File: src/logic/decode_pkg.sv
`default_nettype none

package decode_pkg;

	typedef logic [31:0] inst_t;
	typedef logic [4:0] reg_addr_t;
	typedef logic [31:0] word_t;

	localparam int PIPE_DEPTH = 3; // Cycles from in_valid to out_valid.

	// Major opcodes, instruction bits 6:0.
	localparam logic [6:0] OPC_LUI = 7'b0110111;
	localparam logic [6:0] OPC_AUIPC = 7'b0010111;
	localparam logic [6:0] OPC_JAL = 7'b1101111;
	localparam logic [6:0] OPC_JALR = 7'b1100111;
	localparam logic [6:0] OPC_BRANCH = 7'b1100011;
	localparam logic [6:0] OPC_LOAD = 7'b0000011;
	localparam logic [6:0] OPC_STORE = 7'b0100011;
	localparam logic [6:0] OPC_OPIMM = 7'b0010011;
	localparam logic [6:0] OPC_OP = 7'b0110011;
	localparam logic [6:0] OPC_FENCE = 7'b0001111;
	localparam logic [6:0] OPC_SYSTEM = 7'b1110011;

	localparam logic [6:0] FUNCT7_ALT = 7'b0100000; // SUB, SRA and SRAI.
	localparam logic [6:0] FUNCT7_MULDIV = 7'b0000001;

	typedef enum logic [5:0] {
		OP_LUI, OP_AUIPC, OP_JAL, OP_JALR,
		OP_BEQ, OP_BNE, OP_BLT, OP_BGE, OP_BLTU, OP_BGEU,
		OP_LB, OP_LH, OP_LW, OP_LBU, OP_LHU,
		OP_SB, OP_SH, OP_SW,
		OP_ADDI, OP_SLTI, OP_SLTIU, OP_XORI, OP_ORI, OP_ANDI,
		OP_SLLI, OP_SRLI, OP_SRAI,
		OP_ADD, OP_SUB, OP_SLL, OP_SLT, OP_SLTU,
		OP_XOR, OP_SRL, OP_SRA, OP_OR, OP_AND,
		OP_FENCE, OP_ECALL, OP_EBREAK,
		OP_MUL, OP_MULH, OP_MULHSU, OP_MULHU,
		OP_DIV, OP_DIVU, OP_REM, OP_REMU,
		OP_ILLEGAL
	} op_name_t;

	typedef enum logic [3:0] {
		ALU_ADD, ALU_INC, ALU_SUB, ALU_SEQ, ALU_SNE,
		ALU_SLT, ALU_SGE, ALU_SLTU, ALU_SGEU,
		ALU_XOR, ALU_OR, ALU_AND,
		ALU_SLL, ALU_SRL, ALU_SRA
	} alu_op_t;

	typedef enum logic [3:0] {
		MEM_NONE, MEM_LB, MEM_LH, MEM_LW, MEM_LBU, MEM_LHU,
		MEM_SB, MEM_SH, MEM_SW
	} mem_op_t;

	typedef enum logic [1:0] {
		UMULL, SMULH, SUMULH, UMULH
	} mul_op_t;

	typedef enum logic [1:0] {
		SDIV, UDIV, SREM, UREM
	} div_op_t;

	// Three bits wide so the code space matches the wider core write-back mux.
	typedef enum logic [2:0] {
		SEL_ALU, SEL_MEM, SEL_MUL, SEL_DIV
	} wb_src_t;

	typedef enum logic [2:0] {
		FMT_R, FMT_I, FMT_S, FMT_B, FMT_U, FMT_J,
		FMT_NONE
	} format_t;

	typedef struct packed {
		inst_t inst;
		op_name_t name;
	} match_payload_t;

	typedef struct packed {
		op_name_t name;
		word_t immediate;
		reg_addr_t rs1_addr;
		reg_addr_t rs2_addr;
		reg_addr_t rd_addr;
		logic rs1_rena;
		logic rs2_rena;
		logic rd_wena;
	} operand_payload_t;

endpackage

`default_nettype wire

File: src/logic/stage_if.sv
`timescale 1ns/1ps
`default_nettype none

// One pipeline hop. The payload only means something while valid is high.
interface stage_if #(
	parameter type payload_t = logic
);

	logic valid;
	payload_t payload;

	modport source (
		output valid,
		output payload
	);

	modport sink (
		input valid,
		input payload
	);

endinterface

`default_nettype wire

File: src/logic/match_stage.sv
`timescale 1ns/1ps
`default_nettype none

module match_stage (
	input logic clk,
	input logic reset,
	input logic in_valid,
	input decode_pkg::inst_t inst,
	stage_if.source out
);

	decode_pkg::op_name_t match_name;

	// Bit layout is funct7, rs2, rs1, funct3, rd, opcode.
	always_comb begin
		casez (inst)
		{25'b?, decode_pkg::OPC_LUI}: match_name = decode_pkg::OP_LUI;
		{25'b?, decode_pkg::OPC_AUIPC}: match_name = decode_pkg::OP_AUIPC;
		{25'b?, decode_pkg::OPC_JAL}: match_name = decode_pkg::OP_JAL;
		{17'b?, 3'b000, 5'b?, decode_pkg::OPC_JALR}: match_name = decode_pkg::OP_JALR;
		{17'b?, 3'b000, 5'b?, decode_pkg::OPC_BRANCH}: match_name = decode_pkg::OP_BEQ;
		{17'b?, 3'b001, 5'b?, decode_pkg::OPC_BRANCH}: match_name = decode_pkg::OP_BNE;
		{17'b?, 3'b100, 5'b?, decode_pkg::OPC_BRANCH}: match_name = decode_pkg::OP_BLT;
		{17'b?, 3'b101, 5'b?, decode_pkg::OPC_BRANCH}: match_name = decode_pkg::OP_BGE;
		{17'b?, 3'b110, 5'b?, decode_pkg::OPC_BRANCH}: match_name = decode_pkg::OP_BLTU;
		{17'b?, 3'b111, 5'b?, decode_pkg::OPC_BRANCH}: match_name = decode_pkg::OP_BGEU;
		{17'b?, 3'b000, 5'b?, decode_pkg::OPC_LOAD}: match_name = decode_pkg::OP_LB;
		{17'b?, 3'b001, 5'b?, decode_pkg::OPC_LOAD}: match_name = decode_pkg::OP_LH;
		{17'b?, 3'b010, 5'b?, decode_pkg::OPC_LOAD}: match_name = decode_pkg::OP_LW;
		{17'b?, 3'b100, 5'b?, decode_pkg::OPC_LOAD}: match_name = decode_pkg::OP_LBU;
		{17'b?, 3'b101, 5'b?, decode_pkg::OPC_LOAD}: match_name = decode_pkg::OP_LHU;
		{17'b?, 3'b000, 5'b?, decode_pkg::OPC_STORE}: match_name = decode_pkg::OP_SB;
		{17'b?, 3'b001, 5'b?, decode_pkg::OPC_STORE}: match_name = decode_pkg::OP_SH;
		{17'b?, 3'b010, 5'b?, decode_pkg::OPC_STORE}: match_name = decode_pkg::OP_SW;
		{17'b?, 3'b000, 5'b?, decode_pkg::OPC_OPIMM}: match_name = decode_pkg::OP_ADDI;
		{17'b?, 3'b010, 5'b?, decode_pkg::OPC_OPIMM}: match_name = decode_pkg::OP_SLTI;
		{17'b?, 3'b011, 5'b?, decode_pkg::OPC_OPIMM}: match_name = decode_pkg::OP_SLTIU;
		{17'b?, 3'b100, 5'b?, decode_pkg::OPC_OPIMM}: match_name = decode_pkg::OP_XORI;
		{17'b?, 3'b110, 5'b?, decode_pkg::OPC_OPIMM}: match_name = decode_pkg::OP_ORI;
		{17'b?, 3'b111, 5'b?, decode_pkg::OPC_OPIMM}: match_name = decode_pkg::OP_ANDI;
		// Shift immediates keep funct7 in the upper immediate bits.
		{7'b0000000, 10'b?, 3'b001, 5'b?, decode_pkg::OPC_OPIMM}:
			match_name = decode_pkg::OP_SLLI;
		{7'b0000000, 10'b?, 3'b101, 5'b?, decode_pkg::OPC_OPIMM}:
			match_name = decode_pkg::OP_SRLI;
		{decode_pkg::FUNCT7_ALT, 10'b?, 3'b101, 5'b?, decode_pkg::OPC_OPIMM}:
			match_name = decode_pkg::OP_SRAI;
		{7'b0000000, 10'b?, 3'b000, 5'b?, decode_pkg::OPC_OP}: match_name = decode_pkg::OP_ADD;
		{decode_pkg::FUNCT7_ALT, 10'b?, 3'b000, 5'b?, decode_pkg::OPC_OP}:
			match_name = decode_pkg::OP_SUB;
		{7'b0000000, 10'b?, 3'b001, 5'b?, decode_pkg::OPC_OP}: match_name = decode_pkg::OP_SLL;
		{7'b0000000, 10'b?, 3'b010, 5'b?, decode_pkg::OPC_OP}: match_name = decode_pkg::OP_SLT;
		{7'b0000000, 10'b?, 3'b011, 5'b?, decode_pkg::OPC_OP}: match_name = decode_pkg::OP_SLTU;
		{7'b0000000, 10'b?, 3'b100, 5'b?, decode_pkg::OPC_OP}: match_name = decode_pkg::OP_XOR;
		{7'b0000000, 10'b?, 3'b101, 5'b?, decode_pkg::OPC_OP}: match_name = decode_pkg::OP_SRL;
		{decode_pkg::FUNCT7_ALT, 10'b?, 3'b101, 5'b?, decode_pkg::OPC_OP}:
			match_name = decode_pkg::OP_SRA;
		{7'b0000000, 10'b?, 3'b110, 5'b?, decode_pkg::OPC_OP}: match_name = decode_pkg::OP_OR;
		{7'b0000000, 10'b?, 3'b111, 5'b?, decode_pkg::OPC_OP}: match_name = decode_pkg::OP_AND;
		{17'b?, 3'b000, 5'b?, decode_pkg::OPC_FENCE}: match_name = decode_pkg::OP_FENCE;
		{25'b0, decode_pkg::OPC_SYSTEM}: match_name = decode_pkg::OP_ECALL;
		{11'b0, 1'b1, 13'b0, decode_pkg::OPC_SYSTEM}: match_name = decode_pkg::OP_EBREAK;
		{decode_pkg::FUNCT7_MULDIV, 10'b?, 3'b000, 5'b?, decode_pkg::OPC_OP}:
			match_name = decode_pkg::OP_MUL;
		{decode_pkg::FUNCT7_MULDIV, 10'b?, 3'b001, 5'b?, decode_pkg::OPC_OP}:
			match_name = decode_pkg::OP_MULH;
		{decode_pkg::FUNCT7_MULDIV, 10'b?, 3'b010, 5'b?, decode_pkg::OPC_OP}:
			match_name = decode_pkg::OP_MULHSU;
		{decode_pkg::FUNCT7_MULDIV, 10'b?, 3'b011, 5'b?, decode_pkg::OPC_OP}:
			match_name = decode_pkg::OP_MULHU;
		{decode_pkg::FUNCT7_MULDIV, 10'b?, 3'b100, 5'b?, decode_pkg::OPC_OP}:
			match_name = decode_pkg::OP_DIV;
		{decode_pkg::FUNCT7_MULDIV, 10'b?, 3'b101, 5'b?, decode_pkg::OPC_OP}:
			match_name = decode_pkg::OP_DIVU;
		{decode_pkg::FUNCT7_MULDIV, 10'b?, 3'b110, 5'b?, decode_pkg::OPC_OP}:
			match_name = decode_pkg::OP_REM;
		{decode_pkg::FUNCT7_MULDIV, 10'b?, 3'b111, 5'b?, decode_pkg::OPC_OP}:
			match_name = decode_pkg::OP_REMU;
		default: match_name = decode_pkg::OP_ILLEGAL;
		endcase
	end

	always_ff @(posedge clk) begin
		if (reset)
			out.valid <= 1'b0;
		else
			out.valid <= in_valid;
	end

	always_ff @(posedge clk) begin
		if (in_valid) begin
			out.payload.inst <= inst;
			out.payload.name <= match_name;
		end
	end

	// The whole pipe keys off this strobe, so an X here would spread downstream.
	valid_known: assert property (@(posedge clk) disable iff (reset) !$isunknown(out.valid));

endmodule

`default_nettype wire

File: src/logic/operand_stage.sv
`timescale 1ns/1ps
`default_nettype none

module operand_stage (
	input logic clk,
	input logic reset,
	stage_if.sink in,
	stage_if.source out
);

	decode_pkg::inst_t word;
	decode_pkg::format_t fmt;
	decode_pkg::word_t imm;

	assign word = in.payload.inst;

	always_comb begin
		case (in.payload.name)
		decode_pkg::OP_LUI, decode_pkg::OP_AUIPC: fmt = decode_pkg::FMT_U;
		decode_pkg::OP_JAL: fmt = decode_pkg::FMT_J;
		decode_pkg::OP_JALR,
		decode_pkg::OP_LB, decode_pkg::OP_LH, decode_pkg::OP_LW,
		decode_pkg::OP_LBU, decode_pkg::OP_LHU,
		decode_pkg::OP_ADDI, decode_pkg::OP_SLTI, decode_pkg::OP_SLTIU,
		decode_pkg::OP_XORI, decode_pkg::OP_ORI, decode_pkg::OP_ANDI,
		decode_pkg::OP_SLLI, decode_pkg::OP_SRLI, decode_pkg::OP_SRAI: fmt = decode_pkg::FMT_I;
		decode_pkg::OP_BEQ, decode_pkg::OP_BNE, decode_pkg::OP_BLT,
		decode_pkg::OP_BGE, decode_pkg::OP_BLTU, decode_pkg::OP_BGEU: fmt = decode_pkg::FMT_B;
		decode_pkg::OP_SB, decode_pkg::OP_SH, decode_pkg::OP_SW: fmt = decode_pkg::FMT_S;
		decode_pkg::OP_ADD, decode_pkg::OP_SUB, decode_pkg::OP_SLL, decode_pkg::OP_SLT,
		decode_pkg::OP_SLTU, decode_pkg::OP_XOR, decode_pkg::OP_SRL, decode_pkg::OP_SRA,
		decode_pkg::OP_OR, decode_pkg::OP_AND,
		decode_pkg::OP_MUL, decode_pkg::OP_MULH, decode_pkg::OP_MULHSU, decode_pkg::OP_MULHU,
		decode_pkg::OP_DIV, decode_pkg::OP_DIVU, decode_pkg::OP_REM,
		decode_pkg::OP_REMU: fmt = decode_pkg::FMT_R;
		default: fmt = decode_pkg::FMT_NONE; // FENCE, ECALL, EBREAK and illegal words.
		endcase
	end

	always_comb begin
		case (fmt)
		decode_pkg::FMT_I: imm = {{21{word[31]}}, word[30:20]};
		decode_pkg::FMT_S: imm = {{21{word[31]}}, word[30:25], word[11:7]};
		decode_pkg::FMT_B: imm = {{20{word[31]}}, word[7], word[30:25], word[11:8], 1'b0};
		decode_pkg::FMT_U: imm = {word[31:12], 12'h000};
		decode_pkg::FMT_J: imm = {{12{word[31]}}, word[19:12], word[20], word[30:21], 1'b0};
		default: imm = '0;
		endcase
	end

	always_ff @(posedge clk) begin
		if (reset)
			out.valid <= 1'b0;
		else
			out.valid <= in.valid;
	end

	always_ff @(posedge clk) begin
		if (in.valid) begin
			out.payload.name <= in.payload.name;
			out.payload.immediate <= imm;
			out.payload.rs1_addr <= word[19:15]; // Addresses are taken even when unused.
			out.payload.rs2_addr <= word[24:20];
			out.payload.rd_addr <= word[11:7];
			out.payload.rs1_rena <= fmt inside {decode_pkg::FMT_R, decode_pkg::FMT_I,
				decode_pkg::FMT_S, decode_pkg::FMT_B};
			out.payload.rs2_rena <= fmt inside {decode_pkg::FMT_R, decode_pkg::FMT_S,
				decode_pkg::FMT_B};
			out.payload.rd_wena <= fmt inside {decode_pkg::FMT_R, decode_pkg::FMT_I,
				decode_pkg::FMT_U, decode_pkg::FMT_J};
		end
	end

endmodule

`default_nettype wire

File: src/logic/control_stage.sv
`timescale 1ns/1ps
`default_nettype none

module control_stage (
	input logic clk,
	input logic reset,
	stage_if.sink in,
	output logic out_valid,
	output decode_pkg::word_t immediate,
	output logic rs1_rena,
	output decode_pkg::reg_addr_t rs1_addr,
	output logic rs2_rena,
	output decode_pkg::reg_addr_t rs2_addr,
	output logic rd_wena,
	output decode_pkg::reg_addr_t rd_addr,
	output logic sel_pc,
	output logic sel_im,
	output decode_pkg::wb_src_t wb_src,
	output decode_pkg::alu_op_t alu_op,
	output decode_pkg::mem_op_t mem_op,
	output decode_pkg::mul_op_t mul_op,
	output decode_pkg::div_op_t div_op,
	output logic jump_ena,
	output logic jump_ind,
	output logic jump_alw,
	output logic illegal_inst
);

	decode_pkg::op_name_t name;
	decode_pkg::alu_op_t alu_next;
	decode_pkg::mem_op_t mem_next;
	decode_pkg::mul_op_t mul_next;
	decode_pkg::div_op_t div_next;
	decode_pkg::wb_src_t wb_next;

	assign name = in.payload.name;

	// Every field not listed for an instruction stays at its zero code.
	always_comb begin
		alu_next = decode_pkg::ALU_ADD;
		mem_next = decode_pkg::MEM_NONE;
		mul_next = decode_pkg::UMULL;
		div_next = decode_pkg::SDIV;
		wb_next = decode_pkg::SEL_ALU;
		case (name)
		decode_pkg::OP_JAL, decode_pkg::OP_JALR: alu_next = decode_pkg::ALU_INC; // Link is pc + 4.
		decode_pkg::OP_BEQ: alu_next = decode_pkg::ALU_SEQ;
		decode_pkg::OP_BNE: alu_next = decode_pkg::ALU_SNE;
		decode_pkg::OP_BLT, decode_pkg::OP_SLTI, decode_pkg::OP_SLT: alu_next = decode_pkg::ALU_SLT;
		decode_pkg::OP_BGE: alu_next = decode_pkg::ALU_SGE;
		decode_pkg::OP_BLTU, decode_pkg::OP_SLTIU,
		decode_pkg::OP_SLTU: alu_next = decode_pkg::ALU_SLTU;
		decode_pkg::OP_BGEU: alu_next = decode_pkg::ALU_SGEU;
		decode_pkg::OP_SUB: alu_next = decode_pkg::ALU_SUB;
		decode_pkg::OP_XORI, decode_pkg::OP_XOR: alu_next = decode_pkg::ALU_XOR;
		decode_pkg::OP_ORI, decode_pkg::OP_OR: alu_next = decode_pkg::ALU_OR;
		decode_pkg::OP_ANDI, decode_pkg::OP_AND: alu_next = decode_pkg::ALU_AND;
		decode_pkg::OP_SLLI, decode_pkg::OP_SLL: alu_next = decode_pkg::ALU_SLL;
		decode_pkg::OP_SRLI, decode_pkg::OP_SRL: alu_next = decode_pkg::ALU_SRL;
		decode_pkg::OP_SRAI, decode_pkg::OP_SRA: alu_next = decode_pkg::ALU_SRA;
		decode_pkg::OP_LB: mem_next = decode_pkg::MEM_LB;
		decode_pkg::OP_LH: mem_next = decode_pkg::MEM_LH;
		decode_pkg::OP_LW: mem_next = decode_pkg::MEM_LW;
		decode_pkg::OP_LBU: mem_next = decode_pkg::MEM_LBU;
		decode_pkg::OP_LHU: mem_next = decode_pkg::MEM_LHU;
		decode_pkg::OP_SB: mem_next = decode_pkg::MEM_SB;
		decode_pkg::OP_SH: mem_next = decode_pkg::MEM_SH;
		decode_pkg::OP_SW: mem_next = decode_pkg::MEM_SW;
		decode_pkg::OP_MULH: mul_next = decode_pkg::SMULH;
		decode_pkg::OP_MULHSU: mul_next = decode_pkg::SUMULH;
		decode_pkg::OP_MULHU: mul_next = decode_pkg::UMULH;
		decode_pkg::OP_DIVU: div_next = decode_pkg::UDIV;
		decode_pkg::OP_REM: div_next = decode_pkg::SREM;
		decode_pkg::OP_REMU: div_next = decode_pkg::UREM;
		default: ;
		endcase
		if (mem_next != decode_pkg::MEM_NONE)
			wb_next = decode_pkg::SEL_MEM; // Stores select it too, as the core expects.
		else if (name inside {decode_pkg::OP_MUL, decode_pkg::OP_MULH, decode_pkg::OP_MULHSU,
				decode_pkg::OP_MULHU})
			wb_next = decode_pkg::SEL_MUL;
		else if (name inside {decode_pkg::OP_DIV, decode_pkg::OP_DIVU, decode_pkg::OP_REM,
				decode_pkg::OP_REMU})
			wb_next = decode_pkg::SEL_DIV;
	end

	always_ff @(posedge clk) begin
		if (reset)
			out_valid <= 1'b0;
		else
			out_valid <= in.valid;
	end

	always_ff @(posedge clk) begin
		if (in.valid) begin
			immediate <= in.payload.immediate;
			rs1_rena <= in.payload.rs1_rena;
			rs1_addr <= in.payload.rs1_addr;
			rs2_rena <= in.payload.rs2_rena;
			rs2_addr <= in.payload.rs2_addr;
			rd_wena <= in.payload.rd_wena;
			rd_addr <= in.payload.rd_addr;
			sel_pc <= name inside {decode_pkg::OP_AUIPC, decode_pkg::OP_JAL, decode_pkg::OP_JALR};
			sel_im <= name inside {decode_pkg::OP_LUI, decode_pkg::OP_AUIPC,
				[decode_pkg::OP_LB:decode_pkg::OP_SW], [decode_pkg::OP_ADDI:decode_pkg::OP_SRAI]};
			wb_src <= wb_next;
			alu_op <= alu_next;
			mem_op <= mem_next;
			mul_op <= mul_next;
			div_op <= div_next;
			jump_ena <= name inside {decode_pkg::OP_JAL, decode_pkg::OP_JALR,
				[decode_pkg::OP_BEQ:decode_pkg::OP_BGEU]};
			jump_ind <= name == decode_pkg::OP_JALR;
			jump_alw <= name inside {decode_pkg::OP_JAL, decode_pkg::OP_JALR};
			illegal_inst <= name == decode_pkg::OP_ILLEGAL;
		end
	end

	// The branch unit only looks at jump_alw once jump_ena is set.
	alw_needs_ena: assert property (@(posedge clk) disable iff (reset)
		out_valid && jump_alw |-> jump_ena);

	// Memory accesses always form their address from rs1 plus the immediate.
	mem_needs_im: assert property (@(posedge clk) disable iff (reset)
		out_valid && mem_op != decode_pkg::MEM_NONE |-> sel_im);

endmodule

`default_nettype wire

File: src/logic/decode_pipe.sv
`timescale 1ns/1ps
`default_nettype none

module decode_pipe (
	input logic clk,
	input logic reset,
	input logic in_valid,
	input decode_pkg::inst_t inst,
	output logic out_valid,
	output decode_pkg::word_t immediate,
	output logic rs1_rena,
	output decode_pkg::reg_addr_t rs1_addr,
	output logic rs2_rena,
	output decode_pkg::reg_addr_t rs2_addr,
	output logic rd_wena,
	output decode_pkg::reg_addr_t rd_addr,
	output logic sel_pc,
	output logic sel_im,
	output decode_pkg::wb_src_t wb_src,
	output decode_pkg::alu_op_t alu_op,
	output decode_pkg::mem_op_t mem_op,
	output decode_pkg::mul_op_t mul_op,
	output decode_pkg::div_op_t div_op,
	output logic jump_ena,
	output logic jump_ind,
	output logic jump_alw,
	output logic illegal_inst
);

	stage_if #(.payload_t(decode_pkg::match_payload_t)) match_to_operand ();
	stage_if #(.payload_t(decode_pkg::operand_payload_t)) operand_to_control ();

	match_stage match0 (
		.clk(clk),
		.reset(reset),
		.in_valid(in_valid),
		.inst(inst),
		.out(match_to_operand.source)
	);

	operand_stage operand0 (
		.clk(clk),
		.reset(reset),
		.in(match_to_operand.sink),
		.out(operand_to_control.source)
	);

	control_stage control0 (
		.clk(clk),
		.reset(reset),
		.in(operand_to_control.sink),
		.out_valid(out_valid),
		.immediate(immediate),
		.rs1_rena(rs1_rena),
		.rs1_addr(rs1_addr),
		.rs2_rena(rs2_rena),
		.rs2_addr(rs2_addr),
		.rd_wena(rd_wena),
		.rd_addr(rd_addr),
		.sel_pc(sel_pc),
		.sel_im(sel_im),
		.wb_src(wb_src),
		.alu_op(alu_op),
		.mem_op(mem_op),
		.mul_op(mul_op),
		.div_op(div_op),
		.jump_ena(jump_ena),
		.jump_ind(jump_ind),
		.jump_alw(jump_alw),
		.illegal_inst(illegal_inst)
	);

endmodule

`default_nettype wire

File: config.mk
export PLATFORM = sky130hd
export DESIGN_NAME = decode_pipe
export DESIGN_NICKNAME = d
export VERILOG_FILES = /design/src/logic/decode_pkg.sv /design/src/logic/stage_if.sv /design/src/logic/match_stage.sv /design/src/logic/operand_stage.sv /design/src/logic/control_stage.sv /design/src/logic/decode_pipe.sv
export SDC_FILE = /design/constraint.sdc
export NUM_CORES = 1
export LEC_CHECK = 0
export BUFFER_PORTS_ARGS = -buffer_cell sky130_fd_sc_hd__buf_4
export CORE_MARGIN = 8
export CORE_UTILIZATION = 30
export DETAILED_ROUTE_END_ITERATION = 16
export HOLD_SLACK_MARGIN = 0.08
export SLEW_MARGIN = 5
export SYNTH_ARGS = -nofsm -noshare
export SYNTH_HDL_FRONTEND = slang
export SYNTH_SLANG_ARGS = --single-unit
File: constraint.sdc
create_clock -name clk -period 7.1 [get_ports clk]
set_input_delay 0.71 -clock clk [delete_from_list [all_inputs] [get_ports clk]]
set_output_delay 0.71 -clock clk [all_outputs]
set_load 0.005 [all_outputs]
# == Word-level counts from Yosys, hierarchy flattened ==
# Memory sizes are Yosys's and may differ from the RTL's. A register that Yosys moved wholly into a read port is not among the register bits.
# Cells that the tools add are included.
# classes
reduce_logical,25
order_cmp,6
eq_ne,96
mux,9
# op_table
operator,count
$pmux W6 S48,1
$pmux W32 S5,1
$eq A17 B11 Y1 const B,8
$eq A10 B10 Y1 const B,9
$eq A17 B10 Y1 const B,5
$eq A6 B5 Y1 const B,14
$eq A6 B6 Y1 const B,14
$pmux W4 S14,1
$eq A17 B16 Y1 const B,3
$eq A6 B4 Y1 const B,8
$eq A10 B9 Y1 const B,4
$eq A17 B8 Y1 const B,2
$eq A17 B9 Y1 const B,2
$eq A32 B21 Y1 const B,1
$eq A32 B7 Y1 const B,1
$pmux W4 S8,1
$eq A10 B8 Y1 const B,3
$eq A6 B3 Y1 const B,4
$reduce_bool A4 Y1,6
$eq A10 B7 Y1 const B,2
$eq A17 B6 Y1 const B,1
$reduce_or A2 Y1,8
$eq A6 B2 Y1 const B,2
$le A6 B5 Y1 const B,2
other kinds (24),33
# word_totals
romBits,192
output_inout_bits,72
input_bits,35
word_cells,169
mem_count,1
register_bits,168
# memory_table
memory,depth,word_bits,read_ports,rd_ports_with_merged_regs,write_ports,line,text
(no name shown),64,3,1,1,0,operand_stage.sv:18,case (in.payload.name)

# == Depth between registers and ports, before layout ==
# logic_depth
ltp_word,4
mapped_depth,10
mapped_depth_nobuf,8

# == By module ==
# From an unflattened synthesis, not the netlist that was laid out.
# hier_totals
cells_unflattened,480
hier_area_um2,6955.4
# modules_own_cells
module,n_inst,seq_area_each_um2,cells_each,area_each_um2
control_stage,1,2122.0,170,2675.1
operand_stage,1,1701.6,137,2283.4
match_stage,1,1161.1,173,1996.9

# == Worst setup path after synthesis ==
# Ideal clock, no wire load.
# synth_timing
path_kind,input to register
from,input port inst[26]
to,register operand0.fmt[2] (netlist name)
stages,9
setup_slack_ps,3800
path_buffers,1
setup_ps,120
arrival_time_ps,3181
required_ps,6980
cell_sequence,or4_1 buf_2 or4_4 or4_1 o311a_2 a41oi_4 or2b_1 nor4_1 a211o_1
# synth_between
elab_chain_len,3
elab_cells_between_ends,25
classes_between,23 x eq/ne; 2 x mux
# synth_rtl
item,line,text
start: declaration,decode_pipe.sv:8,"input decode_pkg::inst_t inst,"
"$eq A32 B21 Y1, or another cell as far along",match_stage.sv:16,casez (inst)
$pmux W6 S48 *,match_stage.sv:16,
$mux W6 (no line) *,-,
# Mark *: on every way between the ends. The rest lies on a longest branch, timed or not.
# A chain may end at the register's enable or synchronous reset.

# == Worst setup path in the final report ==
# layout_timing
from,input port inst[26]
to,register operand0.fmt[2] (netlist name)
# layout_between
elab_chain_len,3
elab_cells_between_ends,25
classes_between,23 x eq/ne; 2 x mux
# layout_rtl
item,line
"$eq A32 B21 Y1, or another cell as far along",match_stage.sv:16
$pmux W6 S48 *,match_stage.sv:16
$mux W6 (no line) *,-
# Marks and branches as above.

==> run summary <==
Worst-path clk slew - 70 ps
Cell Pwr Density - 256.6 nW/um2
most common flop cell mapped by yosys - edfxtp_1
Vias per Instance - 5.165
most common cell after layout, fill and taps aside - edfxtp_1
fillers - 2145
n_diodes - 0
Post CTS Setup Buffer Count - 0
cell internal pwr - 1.655 mW
switch share - 0.2444
worst-path fanout max - 7
Die W - 167.9 um
commonest cells after routing, fill and taps aside - 157 x edfxtp_1, 109 x buf_4, 31 x nor2_1
Sequential Power Share - 0.525
final setup slack of the worst path - 3644 ps
Startpoint Class - input pin
final cell utilization of the core - 0.3772
die area - 28180 um2
drt drc - 0
final hold violation count - 0
synthesized net count - 538
DRT antenna net count - 0
setup TNS - 0 ps
Core Region - 22640 um2
share of power burned in the clock network - 0.395
maximum VDD drop - 171.8 uV
antenna violations before repair - 0
relative slew slack - 0.2258
Crit path required time - 7420 ps
P_sw - 535.5 uW
Critical Path AT - 3770 ps
initial core utilization - 0.3057
Worst Setup Path Type - input pin to register
outcome - finished clean
largest net degree at the start of global routing - 72
P_leak - 3.157 nW
Fin Clk Skew - 10.88 ps
first-pass GRT wire length - 24890 um
measured slew at the worst slew-check pin - 1151 ps
via count - 4638
DRT iter0 DRCs - 351
Seq/Total Area, Yosys - 0.6986
final setup fails - 0
dpl ws - 3258 ps
CTS tree - yes
I/O pins - 107
total track usage - 0.1117
FMAX - 289.3 MHz
area grow syn2layout - 23.40%
row cnt - 55
DR pass1 iterations - 5
nets@finish - 635
RSZ-0062 raised after global routing - no
vias in the first global route - 4521
Tcrit/Tclk final - 0.4868
FFs w/ async S/R, synth - 0
fin area - 8539 um2
flops & latches, synth - 163
Port Buf Inserts - 105
CTS resizes - 0
Final Critical Period - 3456 ps
Clock Path Buffers - 2
CTS Buf Count - 17
clk root buf - clkbuf_16
Final Max Slew Viols - 0
Synth cell types - 71
Comb pwr share - 0.080
Overflow after GRT - 0
critical path capture point type - register
Post-synth EDFFs - 157
Die Height - 167.9 um
Netlist Area Pre-Place - 6920 um2
max-cap viol count - 0
Yosys Warn Count - 0
Total Routed Length - 15750 um
RD Place Congestion - 0.8994
dpl cell area - 7968 um2
dpl hpwl - 11180 um
Hold Buf Count CTS - 0
post-DR wirelength/cell - 17.54 um
worst skew pair latency - 430 ps
clk sinks - 163
layout cells sized above 1 - 0.2496
syn_area_per_cell - 13.76 um2
H-tree depth reported by CTS - 4
Hold Crit Class - register to register
Mapped Cells - 503
-- path summary, 6_finish.rpt --
path | start | end | slack, ps | cells after the start
worst max register to register | operand0.out.payload[53]$_DFFE_PP_ | control0.alu_op[1]$_DFFE_PP_ | 5060 | 6
worst min register to register | operand0.out.payload[32]$_DFFE_PP_ | control0.immediate[14]$_DFFE_PP_ | 410 | 0
worst max-delay path | inst[26] | operand0.fmt[2]$_DFF_P_ | 3640 | 9
worst min-delay path | operand0.out.payload[32]$_DFFE_PP_ | control0.immediate[14]$_DFFE_PP_ | 410 | 0
-- sequential cells by signal, summed over array words and instances (netlist names), 4 cells and up --
signal	count
operand0.out.payload	56
control0.alu_op	4
control0.rs1_addr	5
control0.rs2_addr	5
control0.immediate	32
control0.mem_op	4
match0.out.payload	31
control0.rd_addr	5
-- synthesized netlist by cell type (8+ instances only) --
master | number | share of area
clkbuf_1 | 21 | 0.011
a21oi_1 | 17 | 0.012
nor3_1 | 14 | 0.010
a21o_1 | 21 | 0.023
nand3_1 | 14 | 0.010
nand2_1 | 21 | 0.011
nor2b_1 | 14 | 0.013
nor2_1 | 31 | 0.017
nor4_1 | 13 | 0.012
o21ai_0 | 13 | 0.0094
a211oi_1 | 8 | 0.0087
and2_1 | 8 | 0.0072
nand4_1 | 12 | 0.011
edfxtp_1 | 157 | 0.68
inv_1 | 13 | 0.0071
o22ai_1 | 8 | 0.0072
-- final cells by class --
| class | count | area [um2] | area share |
|---|---|---|---|
| clock buffers | 18 | 429.2 | 0.05026 |
| clock inverters | 14 | 142.6 | 0.01670 |
| inverters | 14 | 52.55 | 0.006154 |
| multi-input cells | 295 | 1903 | 0.2229 |
| flip-flops and latches | 163 | 4837 | 0.5664 |
| well taps | 285 | 356.6 | 0.04176 |
| repair buffers | 109 | 818.3 | 0.09582 |
-- routing by layer --
layer | vias up | GRT usage | wire, um
met5 | - | 0 | 0
met4 | 0 | 0.05396 | 347
met3 | 23 | 0.03064 | 961
met2 | 157 | 0.1779 | 7539
met1 | 2282 | 0.1384 | 6904
li1 | 2176 | - | -
-- worst max-delay path: stages --
cell and delay (ps):
buf_4 120, or4_1 710, or4_1 630, nor4_1 390, a2111oi_0 160, and2_1 230
a211oi_1 390, nor4_1 130, a211o_1 300
-- metrics by stage --
step	hold slack [ps]	std cells	power, mW
2_1_floorplan	400.3	503	1.271
3_3_place_gp	404.2	866	1.341
3_5_place_dp	405.7	866	1.346
4_1_cts	414.6	898	2.212
5_1_grt	416.6	898	2.273
6_report	413.6	898	2.191
-- power groups by stage --
| stage | Sequential, mW | Combinational [mW] | Clock [mW] |
|---|---|---|---|
| 2_1_floorplan | 1.16 | 0.110 | 0 |
| 3_3_place_gp | 1.17 | 0.172 | 0 |
| 3_5_place_dp | 1.17 | 0.175 | 0 |
| 4_1_cts | 1.15 | 0.175 | 0.886 |
| 5_1_grt | 1.16 | 0.193 | 0.924 |
| 6_report | 1.15 | 0.176 | 0.865 |
-- logic make-up (layout without fill, tap and decap cells) --
group / count (synthesis) / count (layout) / synth area share
compound gates: 112 / 112 / 0.1190
xor+xnor: 6 / 6 / 0.007595
simple gates: 173 / 173 / 0.1436
buf+inv: 45 / 155 / 0.02640
other cells: 1 / 1 / 0.0005419
mux: 3 / 3 / 0.004339
flops: 163 / 163 / 0.6986
(Power assumes the default switching activity.)
